==> src/rtl/can_pkg.sv <==
// Shared constants for the receive-only CAN front end; FIFO_DEPTH must equal 2**FIFO_AW
`default_nettype none

package can_pkg;

  //////////////////////////////////////////////////
  // Host interface
  //////////////////////////////////////////////////
  localparam int DATA_W = 8;
  localparam int ADDR_W = 3;

  // Register map
  localparam logic [ADDR_W-1:0] ADDR_MODE   = 3'd0;
  localparam logic [ADDR_W-1:0] ADDR_CMD    = 3'd1;
  localparam logic [ADDR_W-1:0] ADDR_STATUS = 3'd2;
  localparam logic [ADDR_W-1:0] ADDR_BTR0   = 3'd3;
  localparam logic [ADDR_W-1:0] ADDR_BTR1   = 3'd4;
  localparam logic [ADDR_W-1:0] ADDR_RXDATA = 3'd5;

  // Bit positions inside mode, command and status
  localparam int MODE_RESET      = 0;
  localparam int MODE_RXIE       = 1;
  localparam int CMD_RELEASE     = 0;
  localparam int CMD_CLR_OVERRUN = 1;
  localparam int CMD_CLR_ERROR   = 2;
  localparam int ST_RXFULL       = 0;
  localparam int ST_OVERRUN      = 1;
  localparam int ST_RECEIVING    = 2;
  localparam int ST_STUFFERR     = 3;

  //////////////////////////////////////////////////
  // Bit timing
  //////////////////////////////////////////////////
  localparam int PRESC_W = 6;
  localparam int TSEG1_W = 4;
  localparam int TSEG2_W = 3;
  // Clock count within one quantum, up to 2*(presc+1)-1
  localparam int CLK_W   = PRESC_W + 1;
  // Quantum index within one bit, up to 15+7+2
  localparam int TQ_W    = 5;

  //////////////////////////////////////////////////
  // Receive path
  //////////////////////////////////////////////////
  localparam int FIFO_DEPTH = 8;
  localparam int FIFO_AW    = 3;
  localparam int BIT_CNT_W  = 3;
  localparam int RUN_W      = 3;
  // Five equal bits force a stuff bit
  localparam logic [RUN_W-1:0] STUFF_RUN = 3'd5;
  // Six recessive bits end a frame or leave the error state
  localparam logic [RUN_W-1:0] END_RUN   = 3'd6;

  typedef enum logic [1:0] {
    IDLE    = 2'd0,
    RECEIVE = 2'd1,
    ERROR   = 2'd2
  } rx_state_t;

endpackage

`default_nettype wire

==> src/rtl/can_bit_timing.sv <==
// Bit timing without resync or SJW; counters held cleared in reset mode, hard sync only when idle
`default_nettype none
`timescale 1ns/100ps

module can_bit_timing (
  input  wire                        clk_i,
  input  wire                        rst,
  input  wire                        rx_i,
  input  wire [can_pkg::PRESC_W-1:0] presc_i,
  input  wire [can_pkg::TSEG1_W-1:0] tseg1_i,
  input  wire [can_pkg::TSEG2_W-1:0] tseg2_i,
  input  wire                        bus_idle_i,
  input  wire                        reset_mode_i,
  output logic                       sample_point_o,
  output logic                       sampled_bit_o
);
  import can_pkg::*;

  logic            rx_meta;
  logic            rx_sync;
  logic            rx_prev;
  logic [CLK_W-1:0] clk_cnt;
  logic [TQ_W-1:0] tq_cnt;
  logic [TQ_W-1:0] sample_tq;
  logic [TQ_W-1:0] last_tq;
  logic            tq_tick;
  logic            hard_sync;
  logic            sample_now;

  //////////////////////////////////////////////////
  // Input synchroniser
  //////////////////////////////////////////////////

  // Bus idles recessive, so flops reset to 1
  // rx_prev only serves the falling edge detect
  always_ff @(posedge clk_i or posedge rst)
  begin
    if (rst)
    begin
      rx_meta <= 1'b1;
      rx_sync <= 1'b1;
      rx_prev <= 1'b1;
    end
    else
    begin
      rx_meta <= rx_i;
      rx_sync <= rx_meta;
      rx_prev <= rx_sync;
    end
  end

  // Falling edge on the synced line while no frame runs
  assign hard_sync = bus_idle_i & rx_prev & ~rx_sync;

  //////////////////////////////////////////////////
  // Quantum and segment counters
  //////////////////////////////////////////////////

  // One quantum is 2*(presc+1) clocks
  assign tq_tick = (clk_cnt == {presc_i, 1'b1});

  // Quantum 0 is the sync segment, then tseg1+1 and tseg2+1 quanta
  assign sample_tq = TQ_W'(tseg1_i) + TQ_W'(1);
  assign last_tq   = TQ_W'(tseg1_i) + TQ_W'(tseg2_i) + TQ_W'(2);

  always_ff @(posedge clk_i or posedge rst)
  begin
    if (rst)
    begin
      clk_cnt <= '0;
      tq_cnt  <= '0;
    end
    else if (reset_mode_i || hard_sync)
    begin
      // Restart the bit at its sync segment
      clk_cnt <= '0;
      tq_cnt  <= '0;
    end
    else if (tq_tick)
    begin
      clk_cnt <= '0;
      if (tq_cnt == last_tq)
        tq_cnt <= '0;
      else
        tq_cnt <= tq_cnt + TQ_W'(1);
    end
    else
    begin
      clk_cnt <= clk_cnt + CLK_W'(1);
    end
  end

  // Sample at the end of tseg1
  assign sample_now = tq_tick & (tq_cnt == sample_tq) & ~reset_mode_i & ~hard_sync;

  // Pulse and bit leave together, one cycle after the last tseg1 clock
  always_ff @(posedge clk_i or posedge rst)
  begin
    if (rst)
    begin
      sample_point_o <= 1'b0;
      sampled_bit_o  <= 1'b1;
    end
    else
    begin
      sample_point_o <= sample_now;
      if (sample_now)
        sampled_bit_o <= rx_sync;
    end
  end

  // A bit is at least three quanta of two clocks
  a_sample_single: assert property (@(posedge clk_i) disable iff (rst)
    sample_point_o |=> !sample_point_o);

endmodule

`default_nettype wire

==> src/rtl/can_rx_fsm.sv <==
// Receive FSM with destuffing; the start-of-frame bit counts in the first run, no CRC or fields
`default_nettype none
`timescale 1ns/100ps

module can_rx_fsm (
  input  wire                clk_i,
  input  wire                rst,
  input  wire                sample_point_i,
  input  wire                sampled_bit_i,
  input  wire                reset_mode_i,
  output logic               bus_idle_o,
  output logic               shift_en_o,
  output logic               clear_bits_o,
  output logic               frame_active_o,
  output can_pkg::rx_state_t state_o
);
  import can_pkg::*;

  rx_state_t        state_q;
  logic [RUN_W-1:0] run_cnt;
  logic             last_bit;
  logic             same_bit;
  logic             run_full;

  assign same_bit = (sampled_bit_i == last_bit);
  assign run_full = (run_cnt == STUFF_RUN);

  //////////////////////////////////////////////////
  // Outputs
  //////////////////////////////////////////////////
  assign state_o        = state_q;
  assign bus_idle_o     = (state_q == IDLE);
  assign frame_active_o = (state_q == RECEIVE);

  // Every bit of a frame is payload unless it follows a full run
  assign shift_en_o = sample_point_i & frame_active_o & ~run_full & ~reset_mode_i;

  // Drop any partial byte at start of frame, at end of frame and on stuff error
  assign clear_bits_o = sample_point_i &
                        ((bus_idle_o & ~sampled_bit_i) |
                         (frame_active_o & run_full & same_bit));

  //////////////////////////////////////////////////
  // State and run-length counter
  //////////////////////////////////////////////////
  always_ff @(posedge clk_i or posedge rst)
  begin
    if (rst)
    begin
      state_q  <= IDLE;
      run_cnt  <= '0;
      last_bit <= 1'b1;
    end
    else if (reset_mode_i)
    begin
      state_q  <= IDLE;
      run_cnt  <= '0;
      last_bit <= 1'b1;
    end
    else if (sample_point_i)
    begin
      case (state_q)
        IDLE:
        begin
          // Dominant sample is the start of frame
          if (!sampled_bit_i)
          begin
            state_q  <= RECEIVE;
            run_cnt  <= RUN_W'(1);
            last_bit <= 1'b0;
          end
        end
        RECEIVE:
        begin
          if (!same_bit)
          begin
            // New run; after a full run this is the dropped stuff bit
            run_cnt  <= RUN_W'(1);
            last_bit <= sampled_bit_i;
          end
          else if (run_full)
          begin
            // Sixth equal bit: recessive ends the frame, dominant is a stuff error
            state_q  <= sampled_bit_i ? IDLE : ERROR;
            run_cnt  <= '0;
            last_bit <= 1'b1;
          end
          else
          begin
            run_cnt <= run_cnt + RUN_W'(1);
          end
        end
        ERROR:
        begin
          // Wait for END_RUN recessive bits in a row
          if (!sampled_bit_i)
            run_cnt <= '0;
          else if (run_cnt == END_RUN - RUN_W'(1))
          begin
            state_q <= IDLE;
            run_cnt <= '0;
          end
          else
            run_cnt <= run_cnt + RUN_W'(1);
        end
        default:
        begin
          state_q <= IDLE;
          run_cnt <= '0;
        end
      endcase
    end
  end

  // Destuff run stays between one and STUFF_RUN for the whole frame
  a_run_in_frame: assert property (@(posedge clk_i) disable iff (rst)
    state_q == RECEIVE |-> run_cnt != '0 && run_cnt <= STUFF_RUN);

endmodule

`default_nettype wire

==> src/rtl/can_rx_deserializer.sv <==
// Packs payload bits MSB first into bytes; a partial byte at frame end is discarded
`default_nettype none
`timescale 1ns/100ps

module can_rx_deserializer (
  input  wire                       clk_i,
  input  wire                       rst,
  input  wire                       sampled_bit_i,
  input  wire                       shift_en_i,
  input  wire                       clear_bits_i,
  input  wire                       frame_active_i,
  output logic                      byte_valid_o,
  output logic [can_pkg::DATA_W-1:0] byte_data_o
);
  import can_pkg::*;

  logic [BIT_CNT_W-1:0] bit_cnt;
  logic [DATA_W-1:0]    shift_q;
  logic                 take_bit;

  assign take_bit = shift_en_i & frame_active_i;

  // Bit counter wraps after eight bits and flags the byte
  always_ff @(posedge clk_i or posedge rst)
  begin
    if (rst)
    begin
      bit_cnt      <= '0;
      byte_valid_o <= 1'b0;
    end
    else
    begin
      byte_valid_o <= 1'b0;
      if (clear_bits_i)
        bit_cnt <= '0;
      else if (take_bit)
      begin
        bit_cnt      <= bit_cnt + BIT_CNT_W'(1);
        byte_valid_o <= (bit_cnt == '1);
      end
    end
  end

  // Payload shift register, first bit ends up in the MSB
  always_ff @(posedge clk_i)
  begin
    if (take_bit)
      shift_q <= {shift_q[DATA_W-2:0], sampled_bit_i};
  end

  assign byte_data_o = shift_q;

endmodule

`default_nettype wire

==> src/rtl/can_rx_fifo.sv <==
// Receive byte FIFO; a byte written while full is dropped and sets the sticky overrun flag
`default_nettype none
`timescale 1ns/100ps

module can_rx_fifo (
  input  wire                        clk_i,
  input  wire                        rst,
  input  wire                        flush_i,
  input  wire                        wr_i,
  input  wire [can_pkg::DATA_W-1:0]  wr_data_i,
  input  wire                        release_i,
  input  wire                        clr_overrun_i,
  output logic [can_pkg::DATA_W-1:0] rd_data_o,
  output logic                       not_empty_o,
  output logic                       overrun_o
);
  import can_pkg::*;

  logic [DATA_W-1:0]  mem [FIFO_DEPTH];
  logic [FIFO_AW-1:0] wr_ptr;
  logic [FIFO_AW-1:0] rd_ptr;
  logic [FIFO_AW:0]   count;
  logic               full;
  logic               do_wr;
  logic               do_rd;

  // Depth is a power of two, so the count MSB means full
  assign full        = count[FIFO_AW];
  assign not_empty_o = (count != '0);
  assign do_wr       = wr_i & ~full & ~flush_i;
  assign do_rd       = release_i & not_empty_o & ~flush_i;

  //////////////////////////////////////////////////
  // Pointers and count
  //////////////////////////////////////////////////
  always_ff @(posedge clk_i or posedge rst)
  begin
    if (rst)
    begin
      wr_ptr <= '0;
      rd_ptr <= '0;
      count  <= '0;
    end
    else if (flush_i)
    begin
      wr_ptr <= '0;
      rd_ptr <= '0;
      count  <= '0;
    end
    else
    begin
      if (do_wr)
        wr_ptr <= wr_ptr + FIFO_AW'(1);
      // Release advances the head
      if (do_rd)
        rd_ptr <= rd_ptr + FIFO_AW'(1);
      if (do_wr && !do_rd)
        count <= count + (FIFO_AW+1)'(1);
      else if (do_rd && !do_wr)
        count <= count - (FIFO_AW+1)'(1);
    end
  end

  // Set wins over a clear in the same cycle
  always_ff @(posedge clk_i or posedge rst)
  begin
    if (rst)
      overrun_o <= 1'b0;
    else if (flush_i)
      overrun_o <= 1'b0;
    else if (wr_i && full)
      overrun_o <= 1'b1;
    else if (clr_overrun_i)
      overrun_o <= 1'b0;
  end

  // Byte storage
  always_ff @(posedge clk_i)
  begin
    if (do_wr)
      mem[wr_ptr] <= wr_data_i;
  end

  // Head of the FIFO, shown without a read strobe
  assign rd_data_o = mem[rd_ptr];

  a_count_bound: assert property (@(posedge clk_i) disable iff (rst)
    count <= FIFO_DEPTH);

endmodule

`default_nettype wire

==> src/rtl/can_registers.sv <==
// Host registers on one address port; bus timing writes only take effect in reset mode
`default_nettype none
`timescale 1ns/100ps

module can_registers (
  input  wire                         clk_i,
  input  wire                         rst,
  input  wire                         reg_we_i,
  input  wire                         reg_re_i,
  input  wire [can_pkg::ADDR_W-1:0]   reg_addr_i,
  input  wire [can_pkg::DATA_W-1:0]   reg_data_i,
  output logic [can_pkg::DATA_W-1:0]  reg_data_o,
  input  can_pkg::rx_state_t          state_i,
  input  wire [can_pkg::DATA_W-1:0]   rx_data_i,
  input  wire                         not_empty_i,
  input  wire                         overrun_i,
  output logic                        reset_mode_o,
  output logic [can_pkg::PRESC_W-1:0] presc_o,
  output logic [can_pkg::TSEG1_W-1:0] tseg1_o,
  output logic [can_pkg::TSEG2_W-1:0] tseg2_o,
  output logic                        release_o,
  output logic                        clr_overrun_o,
  output logic                        clr_error_o,
  output logic                        irq_n_o
);
  import can_pkg::*;

  logic [MODE_RXIE:0] mode_q;
  logic               stuff_err_q;
  logic               cmd_we;
  logic [DATA_W-1:0]  status;
  logic [DATA_W-1:0]  rd_mux;

  assign reset_mode_o = mode_q[MODE_RESET];
  assign cmd_we       = reg_we_i && (reg_addr_i == ADDR_CMD);

  //////////////////////////////////////////////////
  // Mode and bus timing
  //////////////////////////////////////////////////

  // Leaves reset in reset mode with the interrupt masked
  always_ff @(posedge clk_i or posedge rst)
  begin
    if (rst)
    begin
      mode_q  <= 2'b01;
      presc_o <= '0;
      tseg1_o <= '0;
      tseg2_o <= '0;
    end
    else if (reg_we_i)
    begin
      if (reg_addr_i == ADDR_MODE)
        mode_q <= reg_data_i[MODE_RXIE:0];
      // BTR0 upper bits held the dropped SJW field
      if (reg_addr_i == ADDR_BTR0 && reset_mode_o)
        presc_o <= reg_data_i[PRESC_W-1:0];
      // BTR1 keeps tseg1 low, tseg2 above it, bit 7 unused
      if (reg_addr_i == ADDR_BTR1 && reset_mode_o)
      begin
        tseg1_o <= reg_data_i[TSEG1_W-1:0];
        tseg2_o <= reg_data_i[TSEG1_W +: TSEG2_W];
      end
    end
  end

  //////////////////////////////////////////////////
  // Command pulses and stuff error
  //////////////////////////////////////////////////

  // One cycle per set command bit
  always_ff @(posedge clk_i or posedge rst)
  begin
    if (rst)
    begin
      release_o     <= 1'b0;
      clr_overrun_o <= 1'b0;
      clr_error_o   <= 1'b0;
    end
    else
    begin
      release_o     <= cmd_we & reg_data_i[CMD_RELEASE];
      clr_overrun_o <= cmd_we & reg_data_i[CMD_CLR_OVERRUN];
      clr_error_o   <= cmd_we & reg_data_i[CMD_CLR_ERROR];
    end
  end

  // Sticky while the FSM sits in ERROR, so a clear only holds after recovery
  always_ff @(posedge clk_i or posedge rst)
  begin
    if (rst)
      stuff_err_q <= 1'b0;
    else if (state_i == ERROR)
      stuff_err_q <= 1'b1;
    else if (clr_error_o)
      stuff_err_q <= 1'b0;
  end

  //////////////////////////////////////////////////
  // Status and read port
  //////////////////////////////////////////////////
  always_comb
  begin
    status               = '0;
    // Receive buffer holds at least one byte
    status[ST_RXFULL]    = not_empty_i;
    status[ST_OVERRUN]   = overrun_i;
    status[ST_RECEIVING] = (state_i == RECEIVE);
    // Error shows from the first ERROR cycle
    status[ST_STUFFERR]  = stuff_err_q | (state_i == ERROR);
  end

  always_comb
  begin
    case (reg_addr_i)
      ADDR_MODE:   rd_mux = DATA_W'(mode_q);
      ADDR_STATUS: rd_mux = status;
      ADDR_BTR0:   rd_mux = DATA_W'(presc_o);
      ADDR_BTR1:   rd_mux = DATA_W'({tseg2_o, tseg1_o});
      ADDR_RXDATA: rd_mux = rx_data_i;
      // Command register reads as zero
      default:     rd_mux = '0;
    endcase
  end

  // Read data holds until the next read strobe
  always_ff @(posedge clk_i or posedge rst)
  begin
    if (rst)
      reg_data_o <= '0;
    else if (reg_re_i)
      reg_data_o <= rd_mux;
  end

  // Active low, level while enabled bytes wait
  assign irq_n_o = ~(mode_q[MODE_RXIE] & not_empty_i);

endmodule

`default_nettype wire

==> src/rtl/can_top.sv <==
// Receive-only CAN front end top; rx_i is asynchronous, host side runs on clk_i
`default_nettype none
`timescale 1ns/100ps

module can_top (
  input  wire                        clk_i,
  input  wire                        rst,
  input  wire                        reg_we_i,
  input  wire                        reg_re_i,
  input  wire [can_pkg::ADDR_W-1:0]  reg_addr_i,
  input  wire [can_pkg::DATA_W-1:0]  reg_data_i,
  output logic [can_pkg::DATA_W-1:0] reg_data_o,
  input  wire                        rx_i,
  output logic                       irq_n_o
);
  import can_pkg::*;

  // Registers to the receive path
  logic               reset_mode;
  logic [PRESC_W-1:0] presc;
  logic [TSEG1_W-1:0] tseg1;
  logic [TSEG2_W-1:0] tseg2;
  logic               release_buffer;
  logic               clr_overrun;

  // Bit timing and FSM
  logic               sample_point;
  logic               sampled_bit;
  logic               bus_idle;
  logic               shift_en;
  logic               clear_bits;
  logic               frame_active;
  rx_state_t          state;

  // Bytes and FIFO
  logic               byte_valid;
  logic [DATA_W-1:0]  byte_data;
  logic [DATA_W-1:0]  rx_data;
  logic               not_empty;
  logic               overrun;

  can_bit_timing i_can_bit_timing (
    .clk_i          (clk_i),
    .rst            (rst),
    .rx_i           (rx_i),
    .presc_i        (presc),
    .tseg1_i        (tseg1),
    .tseg2_i        (tseg2),
    .bus_idle_i     (bus_idle),
    .reset_mode_i   (reset_mode),
    .sample_point_o (sample_point),
    .sampled_bit_o  (sampled_bit)
  );

  can_rx_fsm i_can_rx_fsm (
    .clk_i          (clk_i),
    .rst            (rst),
    .sample_point_i (sample_point),
    .sampled_bit_i  (sampled_bit),
    .reset_mode_i   (reset_mode),
    .bus_idle_o     (bus_idle),
    .shift_en_o     (shift_en),
    .clear_bits_o   (clear_bits),
    .frame_active_o (frame_active),
    .state_o        (state)
  );

  can_rx_deserializer i_can_rx_deserializer (
    .clk_i          (clk_i),
    .rst            (rst),
    .sampled_bit_i  (sampled_bit),
    .shift_en_i     (shift_en),
    .clear_bits_i   (clear_bits),
    .frame_active_i (frame_active),
    .byte_valid_o   (byte_valid),
    .byte_data_o    (byte_data)
  );

  // Reset mode empties the FIFO
  can_rx_fifo i_can_rx_fifo (
    .clk_i          (clk_i),
    .rst            (rst),
    .flush_i        (reset_mode),
    .wr_i           (byte_valid),
    .wr_data_i      (byte_data),
    .release_i      (release_buffer),
    .clr_overrun_i  (clr_overrun),
    .rd_data_o      (rx_data),
    .not_empty_o    (not_empty),
    .overrun_o      (overrun)
  );

  // Clear-error pulse only acts inside the register block
  can_registers i_can_registers (
    .clk_i          (clk_i),
    .rst            (rst),
    .reg_we_i       (reg_we_i),
    .reg_re_i       (reg_re_i),
    .reg_addr_i     (reg_addr_i),
    .reg_data_i     (reg_data_i),
    .reg_data_o     (reg_data_o),
    .state_i        (state),
    .rx_data_i      (rx_data),
    .not_empty_i    (not_empty),
    .overrun_i      (overrun),
    .reset_mode_o   (reset_mode),
    .presc_o        (presc),
    .tseg1_o        (tseg1),
    .tseg2_o        (tseg2),
    .release_o      (release_buffer),
    .clr_overrun_o  (clr_overrun),
    .clr_error_o    (),
    .irq_n_o        (irq_n_o)
  );

endmodule

`default_nettype wire

==> config.mk <==
export PLATFORM = sky130hd
export DESIGN_NAME = can_top
export DESIGN_NICKNAME = d
export VERILOG_FILES = /design/src/rtl/can_pkg.sv /design/src/rtl/can_bit_timing.sv /design/src/rtl/can_rx_fsm.sv /design/src/rtl/can_rx_deserializer.sv /design/src/rtl/can_rx_fifo.sv /design/src/rtl/can_registers.sv /design/src/rtl/can_top.sv
export SDC_FILE = /design/constraint.sdc
export NUM_CORES = 1
export LEC_CHECK = 0
export ABC_AREA = 1
export BUFFER_PORTS_ARGS = -buffer_cell sky130_fd_sc_hd__buf_2
export CORE_MARGIN = 1.5
export CORE_UTILIZATION = 55
export CTS_BUF_LIST = sky130_fd_sc_hd__clkbuf_8 sky130_fd_sc_hd__clkbuf_16
export CTS_CLUSTER_SIZE = 25
export DETAILED_ROUTE_END_ITERATION = 10
export GPL_TIMING_DRIVEN = 1
export PLACE_DENSITY = 0.75
export SLEW_MARGIN = 20
export SYNTH_ARGS = -nofsm -noshare
export SYNTH_HDL_FRONTEND = slang
export SYNTH_SLANG_ARGS = --single-unit
export TNS_END_PERCENT = 30
==> constraint.sdc <==
create_clock -name clk_i -period 2.2 [get_ports clk_i]
set_input_delay 0.22 -clock clk_i [delete_from_list [all_inputs] [get_ports clk_i]]
set_output_delay 0.22 -clock clk_i [all_outputs]
set_load 0.005 [all_outputs]
* Word-level counts from Yosys, hierarchy flattened
Memories as Yosys holds them, arrays and structs flattened.
Index checks and enable logic that the tools add are counted.
** Cells by class
- Eq/ne operators :: 19
- Reduce and logical (&&, ||, !) cells :: 27
- Mux-type cells :: 46
- Bitwise logic cells :: 30
- $add $sub $neg :: 11
** Operator list (count)
- one-hot mux 8 bit (5 select lines) :: 1
- two-way mux 3 bit :: 12
- AND 1 bit :: 21
- two-way mux 2 bit :: 8
- two-way mux 5 bit :: 3
- inequality test 3 x 2 -> 1 bit (second input constant) :: 5
- two-way mux 1 bit :: 14
- two-way mux 7 bit :: 2
- adder 3 x 1 -> 3 bit (second input constant) :: 4
- == test 3 bit (second input constant) :: 4
- two-way mux 4 bit :: 3
- nonzero test 2 bit :: 6
- == test 5 bit :: 2
- one-hot mux 3 bit (3 select lines) :: 1
- nonzero test 3 bit :: 3
- AND reduction 2 bit :: 4
- adder 7 x 1 -> 7 bit (second input constant) :: 1
- == test 7 bit :: 1
- NOT 1 bit :: 7
- == test 3 x 2 -> 1 bit (second input constant) :: 2
- logical AND 1 bit :: 6
- one-hot mux 2 bit (3 select lines) :: 1
- AND reduction 6 bit :: 1
- adder 4 x 1 -> 5 bit (second input constant) :: 1
- other kinds (18) :: 20
** Word-level totals
- Bits in writable memories :: 64
- Register bits :: 73
- Input port bits :: 16
- Word-level logic and storage cells :: 160
- Memories kept :: 1
** Memories
- i_can_rx_fifo.mem :: depth 8, width 8, rd ports 1, clocked after Yosys merged registers in 0, wr ports 1, RTL line can_rx_fifo.sv:19 : logic [DATA_W-1:0] mem [FIFO_DEPTH];

* Longest topological paths before layout
- Word-level depth :: 8
- Mapped depth :: 13
- Mapped depth without buffers :: 13

* By module
From an unflattened synthesis, not the netlist that was laid out.
** Second synthesis, totals
- Cell total of the unflattened synthesis :: 701
- Area, all modules :: 6717.7 µm²
** By module, submodules not included
- can_rx_fifo :: area each 3190.6 µm², cells each 255, sequential area each 2197.1 µm², instances 1
- can_registers :: area each 1316.3 µm², cells each 162, sequential area each 676.9 µm², instances 1
- can_bit_timing :: area each 1270.0 µm², cells each 174, sequential area each 430.4 µm², instances 1
- can_rx_fsm :: area each 488.0 µm², cells each 75, sequential area each 151.4 µm², instances 1
- can_rx_deserializer :: area each 452.9 µm², cells each 35, sequential area each 340.3 µm², instances 1

* Least setup slack after synthesis
No wires, ideal clock.
- Path type :: register -> register
- From :: register i_can_registers.mode_q[0]
- To :: register i_can_rx_fifo.count[3]
- Setup slack :: 80 ps
- Arrival :: 1994 ps
- Cell stages (with the launch flop) :: 12
- Library setup time :: 126 ps
- Path through :: dfstp_2 > buf_6 > inv_1 > buf_2 > nand3_1 > ha_1 > inv_1 > ha_1 > a21oi_1 > nand2_1 > xnor2_1 > o22ai_1
** Between the ends
- Word-level cells in the longest chain between the ends :: 6
** RTL lines
- start: declaration :: RTL line can_registers.sv:28 : logic [MODE_RXIE:0] mode_q;
- start signal: assignment :: RTL line can_registers.sv:54 : mode_q <= reg_data_i[MODE_RXIE:0];
- NOT 1 bit :: RTL line can_rx_fifo.sv:30, can_rx_fifo.sv:31
- AND 1 bit :: RTL line can_rx_fifo.sv:31 : assign do_rd = release_i & not_empty_o & ~flush_i;
- logical NOT 1 bit :: RTL line can_rx_fifo.sv:57 : if (do_wr && !do_rd)
- logical AND 1 bit :: RTL line can_rx_fifo.sv:57
- two-way mux 4 bit :: RTL line can_rx_fifo.sv:57
- two-way mux 4 bit :: RTL line can_rx_fifo.sv:44 : else if (flush_i)
- end signal: assignment :: RTL line can_rx_fifo.sv:58 : count <= count + (FIFO_AW+1)'(1);
- end signal: assignment :: RTL line can_rx_fifo.sv:60 : count <= count - (FIFO_AW+1)'(1);
- end: declaration :: RTL line can_rx_fifo.sv:22 : logic [FIFO_AW:0] count;
Parallel ways exist; a longest one is shown, timed or not.
A chain may end at the register's enable or synchronous reset.

* Worst setup path after layout
- From :: register i_can_registers.tseg1_o[1] in the netlist's numbering
- To :: register i_can_bit_timing.tq_cnt[1]
** Between the ends
- Word-level cells in the longest chain between the ends :: 6
** RTL lines
- start: declaration :: RTL line can_registers.sv:19 : output logic [can_pkg::TSEG1_W-1:0] tseg1_o,
- start signal: assignment :: RTL line can_registers.sv:61 : tseg1_o <= reg_data_i[TSEG1_W-1:0];
- adder 4 x 3 -> 5 bit :: RTL line can_bit_timing.sv:64 : assign last_tq = TQ_W'(tseg1_i) + TQ_W'(tseg2_i) + TQ_W'(2);
- adder 5 x 2 -> 5 bit :: RTL line can_bit_timing.sv:64
- == test 5 bit :: RTL line can_bit_timing.sv:82 : if (tq_cnt == last_tq)
- two-way mux 5 bit :: RTL line can_bit_timing.sv:82
- two-way mux 5 bit :: RTL line can_bit_timing.sv:79 : else if (tq_tick)
- two-way mux 5 bit :: RTL line can_bit_timing.sv:73 : else if (reset_mode_i || hard_sync)
- end signal: assignment :: RTL line can_bit_timing.sv:85 : tq_cnt <= tq_cnt + TQ_W'(1);
- end: declaration :: RTL line can_bit_timing.sv:23 : logic [TQ_W-1:0] tq_cnt;
Every way passes these cells. The select of a mux whose other input is x is not followed.

==> results_tabular.tex <==
\begin{tabular}{lr}
\hline
Metric & Value \\
\hline
\multicolumn{2}{l}{\textbf{Outcome}} \\
\quad Run status & finished, final reports clean \\
\multicolumn{2}{l}{\textbf{Power and ir drop}} \\
\quad Peak VDD IR & 925 µV \\
\quad Power density over the cells & between 900 and 1000 nW/µm² \\
\quad Total Power Consumption & 7050 µW \\
\quad Leak pwr & 0.00332 µW \\
\multicolumn{2}{l}{\textbf{Timing}} \\
\quad Final critical-path required period & roughly 2.2 ns \\
\quad Final-report max-slew violation count & 0 \\
\quad Fraction of the cycle the final worst path needs & 0.994 \\
\quad Hold violation total from the final report & 0 \\
\quad Final setup violation count & 0 \\
\quad Maximum operating frequency & 457 MHz \\
\quad Slew at the pin closest to its max-slew limit & 0.645 ns \\
\quad Clock skew after layout & 0.00558 ns \\
\quad Relative max-transition margin & 0.568 \\
\quad Unrepaired setup endpoints after global routing & yes \\
\multicolumn{2}{l}{\textbf{Finish}} \\
\quad Layout fillers & 864 \\
\quad Finished Core Util & 0.651 \\
\quad Area added between synthesis and finish & 15.1\% \\
\quad N\_diodes & 0 \\
\quad Post-route cell area & about 7500 µm² \\
\quad Final \#Nets & 769 \\
\quad Final cell count without fillers & slightly below 900 \\
\quad Fraction of final layout cells with drive strength greater than 1 & 0.159 \\
\multicolumn{2}{l}{\textbf{Route}} \\
\quad WL/cell & 15.9 µm \\
\quad WL final & 14,100 µm \\
\quad DR pass1 iterations & 5 \\
\quad Vias per cell & 5.49 \\
\quad Post-detailed-route DRC marker count & 0 \\
\quad Via Count & approximately 4,900 \\
\quad Violation count after the first detailed-routing iteration & 485 \\
\quad Post-route antenna net violation count & 0 \\
\multicolumn{2}{l}{\textbf{Synthesis}} \\
\quad Top flip-flop cell by instance count after synthesis & sky130\_fd\_sc\_hd\_\_edfxtp\_1 \\
\quad Dominant cells by area after synthesis & sky130\_fd\_sc\_hd\_\_edfxtp\_1 (33\%), sky130\_fd\_sc\_hd\_\_dfrtp\_1 (23\%), sky130\_fd\_sc\_hd\_\_nand2\_1 (11\%), sky130\_fd\_sc\_hd\_\_inv\_1 (5.0\%), sky130\_fd\_sc\_hd\_\_nand3\_1 (3.9\%) \\
\quad Number of synthesized register bits & 137 \\
\quad Async set-reset flop share out of synthesis & 0.474 \\
\quad Portion of the post-synthesis area used by sequential elements & 0.585 \\
\quad Post-synth EDFFs & between 70 and 80 \\
\quad Average cell area after synthesis & 9.48 µm² \\
\quad Post-synth top area cell & sky130\_fd\_sc\_hd\_\_edfxtp\_1 \\
\quad Number of nets in the synthesized netlist & 719 \\
\quad Ys Warns & 0 \\
\quad Yosys cell types & 40 \\
\quad Instance count of the mapped netlist & approximately 680 \\
\quad Yosys top cell area share & 0.333 \\
\quad Synthesized area & 6490 µm² \\
\multicolumn{2}{l}{\textbf{Die}} \\
\quad Number of ports placed on the die boundary & 25 \\
\quad Placeable core region & 11,500 µm² \\
\quad Die Width & 112 µm \\
\quad Starting density of the core & 0.566 \\
\quad \# rows & 39 \\
\quad Vertical die dimension & 112 µm \\
\quad Total Die Area & approximately 12,000 µm² \\
\multicolumn{2}{l}{\textbf{Critical path}} \\
\quad Startpoint type of the worst setup path & flop \\
\quad Biggest fanout along the worst timing path & 5 \\
\quad Required time of the worst setup path & 2.50 ns \\
\quad Category of the worst setup path capture point & flop \\
\quad Worst EP arrival & 2.49 ns \\
\quad Worst setup path category & reg -> reg \\
\quad R2R setup slack & 0.01 ns \\
\multicolumn{2}{l}{\textbf{Global routing}} \\
\quad Most crowded layer after global routing & met2 \\
\quad Initial antenna violation count & 0 \\
\quad Met2 Track Usage GR & 0.380 \\
\quad Vias in the first global route & between 4,000 and 5,000 \\
\quad Total grt overflow & 0 \\
\quad Global-route total usage across every layer & 0.243 \\
\quad Maximum number of pins on one net before global-route repair & 35 \\
\quad Met1 usage in global routing & 0.324 \\
\quad M3 GR Usage & 0.0523 \\
\quad Wire length of the first global-routing pass & 23,300 µm \\
\multicolumn{2}{l}{\textbf{Placed design}} \\
\quad Placement Cell Area & between 6000 and 7000 µm² \\
\quad Placer congestion estimate & approximately 0.86 \\
\quad DPL Wire Length & 9690 µm \\
\quad Port buffer count & 23 \\
\quad Number of instances in the placed design & 855 \\
\multicolumn{2}{l}{\textbf{Run}} \\
\quad Max-cap viol count & 0 \\
\multicolumn{2}{l}{\textbf{CTS}} \\
\quad Number of levels in the clock H-tree & 4 \\
\quad Clock slew seen by the registers of the worst setup and hold paths & 0.05 ns \\
\quad CTS tree & done \\
\quad Number of buffers on the longest clock path & 2 \\
\quad Number of sinks on the clock net & 137 \\
\quad Root cell of the clock tree & sky130\_fd\_sc\_hd\_\_clkbuf\_16 \\
\quad Number of buffers inserted during clock tree synthesis & 17 \\
\quad Clock latency on the worst-skew pair & 0.42 ns \\
\multicolumn{2}{l}{\textbf{Hold path}} \\
\quad Path class of the lowest-slack min-delay path & in -> reg \\
\hline
\end{tabular}
synth_stat cells (2+ instances only):
| cell type | count |
|---|---|
| sky130_fd_sc_hd__a21oi_1 | 8 |
| sky130_fd_sc_hd__xor2_1 | 7 |
| sky130_fd_sc_hd__o22ai_1 | 8 |
| sky130_fd_sc_hd__o211ai_1 | 16 |
| sky130_fd_sc_hd__nor3_1 | 4 |
| sky130_fd_sc_hd__nand2_1 | 184 |
| sky130_fd_sc_hd__a31oi_1 | 2 |
| sky130_fd_sc_hd__nor2_2 | 5 |
| sky130_fd_sc_hd__clkbuf_1 | 2 |
| sky130_fd_sc_hd__edfxtp_1 | 72 |
| sky130_fd_sc_hd__ha_1 | 17 |
| sky130_fd_sc_hd__inv_1 | 86 |
| sky130_fd_sc_hd__inv_2 | 7 |
| sky130_fd_sc_hd__buf_2 | 10 |
| sky130_fd_sc_hd__xnor2_1 | 6 |
| sky130_fd_sc_hd__o21ai_0 | 38 |
| sky130_fd_sc_hd__nand2_2 | 3 |
| sky130_fd_sc_hd__dfstp_2 | 6 |
| sky130_fd_sc_hd__nand3_1 | 51 |
| sky130_fd_sc_hd__nor3_2 | 2 |
| sky130_fd_sc_hd__clkinv_1 | 2 |
| sky130_fd_sc_hd__nand4_1 | 4 |
| sky130_fd_sc_hd__fa_1 | 2 |
| sky130_fd_sc_hd__o21ai_1 | 10 |
| sky130_fd_sc_hd__nor2_1 | 57 |
| sky130_fd_sc_hd__dfrtp_1 | 59 |
| sky130_fd_sc_hd__buf_4 | 3 |
where the power goes:
group	internal [µW]	total [µW]	switching, µW	leakage (µW)
Clock	1470	2480	1010	0.000262
Sequential	2920	3140	227	0.00150
Combinational	554	1430	872	0.00156
Total	4930	7050	2110	0.00332
worst max-delay path: stages (launching register included):
cell and delay, ns:
sky130_fd_sc_hd__dfrtp_1 0.37, sky130_fd_sc_hd__inv_2 0.06, sky130_fd_sc_hd__ha_4 0.26, sky130_fd_sc_hd__inv_2 0.04, sky130_fd_sc_hd__ha_4 0.16, sky130_fd_sc_hd__fa_2 0.56, sky130_fd_sc_hd__xnor2_2 0.12, sky130_fd_sc_hd__nand3_1 0.10
sky130_fd_sc_hd__nor2_2 0.13, sky130_fd_sc_hd__nand2_2 0.12, sky130_fd_sc_hd__nand3_2 0.11, sky130_fd_sc_hd__nand2_1 0.05
logic make-up (layout without fill, tap and decap cells):
logic type | count (synthesis) | count (layout) | share of synthesized area
AOI/OAI and AO/OA | 86 | 86 | 0.0789
xor gates and xnor gates | 13 | 13 | 0.0176
adders and majority gates | 19 | 19 | 0.0390
buffers and inverters | 111 | 174 | 0.0690
DFF | 137 | 137 | 0.585
muxes | 1 | 1 | 0.00174
and+or+nand+nor | 317 | 317 | 0.209
metrics by stage:
stage               setup TNS, ns  setup slack, ns  hold WS [ns]
finish                          0           0.0128        0.0381
CTS                             0          0.00707        0.0208
detailed placement        -0.0609          -0.0247         0.287
floorplan                       0           0.0800         0.224
global route               -0.237          -0.0565        0.0226
global placement                0           0.0161         0.276
worst paths after layout:
path / startpoint / endpoint / depth (start not counted)
worst min-delay path: reg_data_i[6] / i_can_registers.tseg2_o[2]$_DFFE_PP0P_ / 2
max in group asynchronous: rst / i_can_registers.reg_data_o[4]$_DFFE_PP0P_ / 4
worst max register to register: i_can_registers.tseg1_o[1]$_DFFE_PP0P_ / i_can_bit_timing.tq_cnt[1]$_DFFE_PP0P_ / 11
worst min register to register: i_can_bit_timing.rx_meta$_DFF_PP1_ / i_can_bit_timing.rx_sync$_DFF_PP1_ / 0
worst max-delay path: i_can_registers.tseg1_o[1]$_DFFE_PP0P_ / i_can_bit_timing.tq_cnt[1]$_DFFE_PP0P_ / 11
min in group asynchronous: rst / i_can_rx_fsm.state_o[0]$_DFFE_PP0P_ / 3
layout by cell type (no fill, tap or decap), drive strengths merged:
cell type / netlist / final
a21boi: 2 / 2
ha: 17 / 17
dfrtp: 59 / 59
nand3: 53 / 53
o211ai: 16 / 16
dlygate4sd3: 0 / 2
a31oi: 3 / 3
xnor2: 6 / 6
nand4: 4 / 4
clkinvlp: 0 / 4
dfstp: 6 / 6
mux2: 1 / 1
o21ai: 48 / 48
xor2: 7 / 7
edfxtp: 72 / 72
nand2: 187 / 187
clkbuf: 2 / 19
clkinv: 2 / 6
fa: 2 / 2
o22ai: 8 / 8
or2: 1 / 1
nor3b: 1 / 1
nor2: 64 / 64
inv: 93 / 98
buf: 14 / 45
a21oi: 8 / 8
o221ai: 1 / 1
nor4: 1 / 1
nor3: 6 / 6
per-layer routing:
| layer | up-vias | wire length, µm |
|---|---|---|
| met5 | - | 0 |
| met1 | 2326 | 6230 |
| li1 | 2353 | - |
| met3 | 34 | 850 |
| met4 | 0 | 426 |
| met2 | 175 | 6600 |
final cells by class:
cell class	instances	area, µm²	share of cell area
multi-input combinational	436	2310	0.310
sequential	137	3800	0.508
clock inverter	13	70.1	0.00938
clock buffer	19	453	0.0606
inverter	95	357	0.0477
timing repair buffer	47	300	0.0402
tap	143	179	0.0240
sequential cells by signal (all words and copies together), names as in the netlist, 2 cells and up:
name,cells
i_can_registers.tseg2_o,3
i_can_rx_deserializer.bit_cnt,3
i_can_registers.tseg1_o,4
i_can_registers.mode_q,2
i_can_rx_fifo.wr_ptr,3
i_can_registers.reg_data_o,8
i_can_bit_timing.tq_cnt,5
i_can_rx_fifo.rd_ptr,3
i_can_registers.presc_o,6
i_can_rx_fifo.count,4
i_can_rx_fsm.state_o,2
i_can_bit_timing.clk_cnt,7
i_can_rx_fsm.run_cnt,3
i_can_rx_fifo.mem,64
i_can_rx_deserializer.byte_data_o,8
timing repair:
action / 4_1_cts / 5_1_grt
hold buffers: 2 / 0
pin swaps: 2 / 12
gates resized for setup: 2 / 16
hold endpoints to repair: 20 / 0
endpoints found under the setup margin: 5 / 6
buffers inserted: 0 / 1
(Power assumes the default switching activity.)
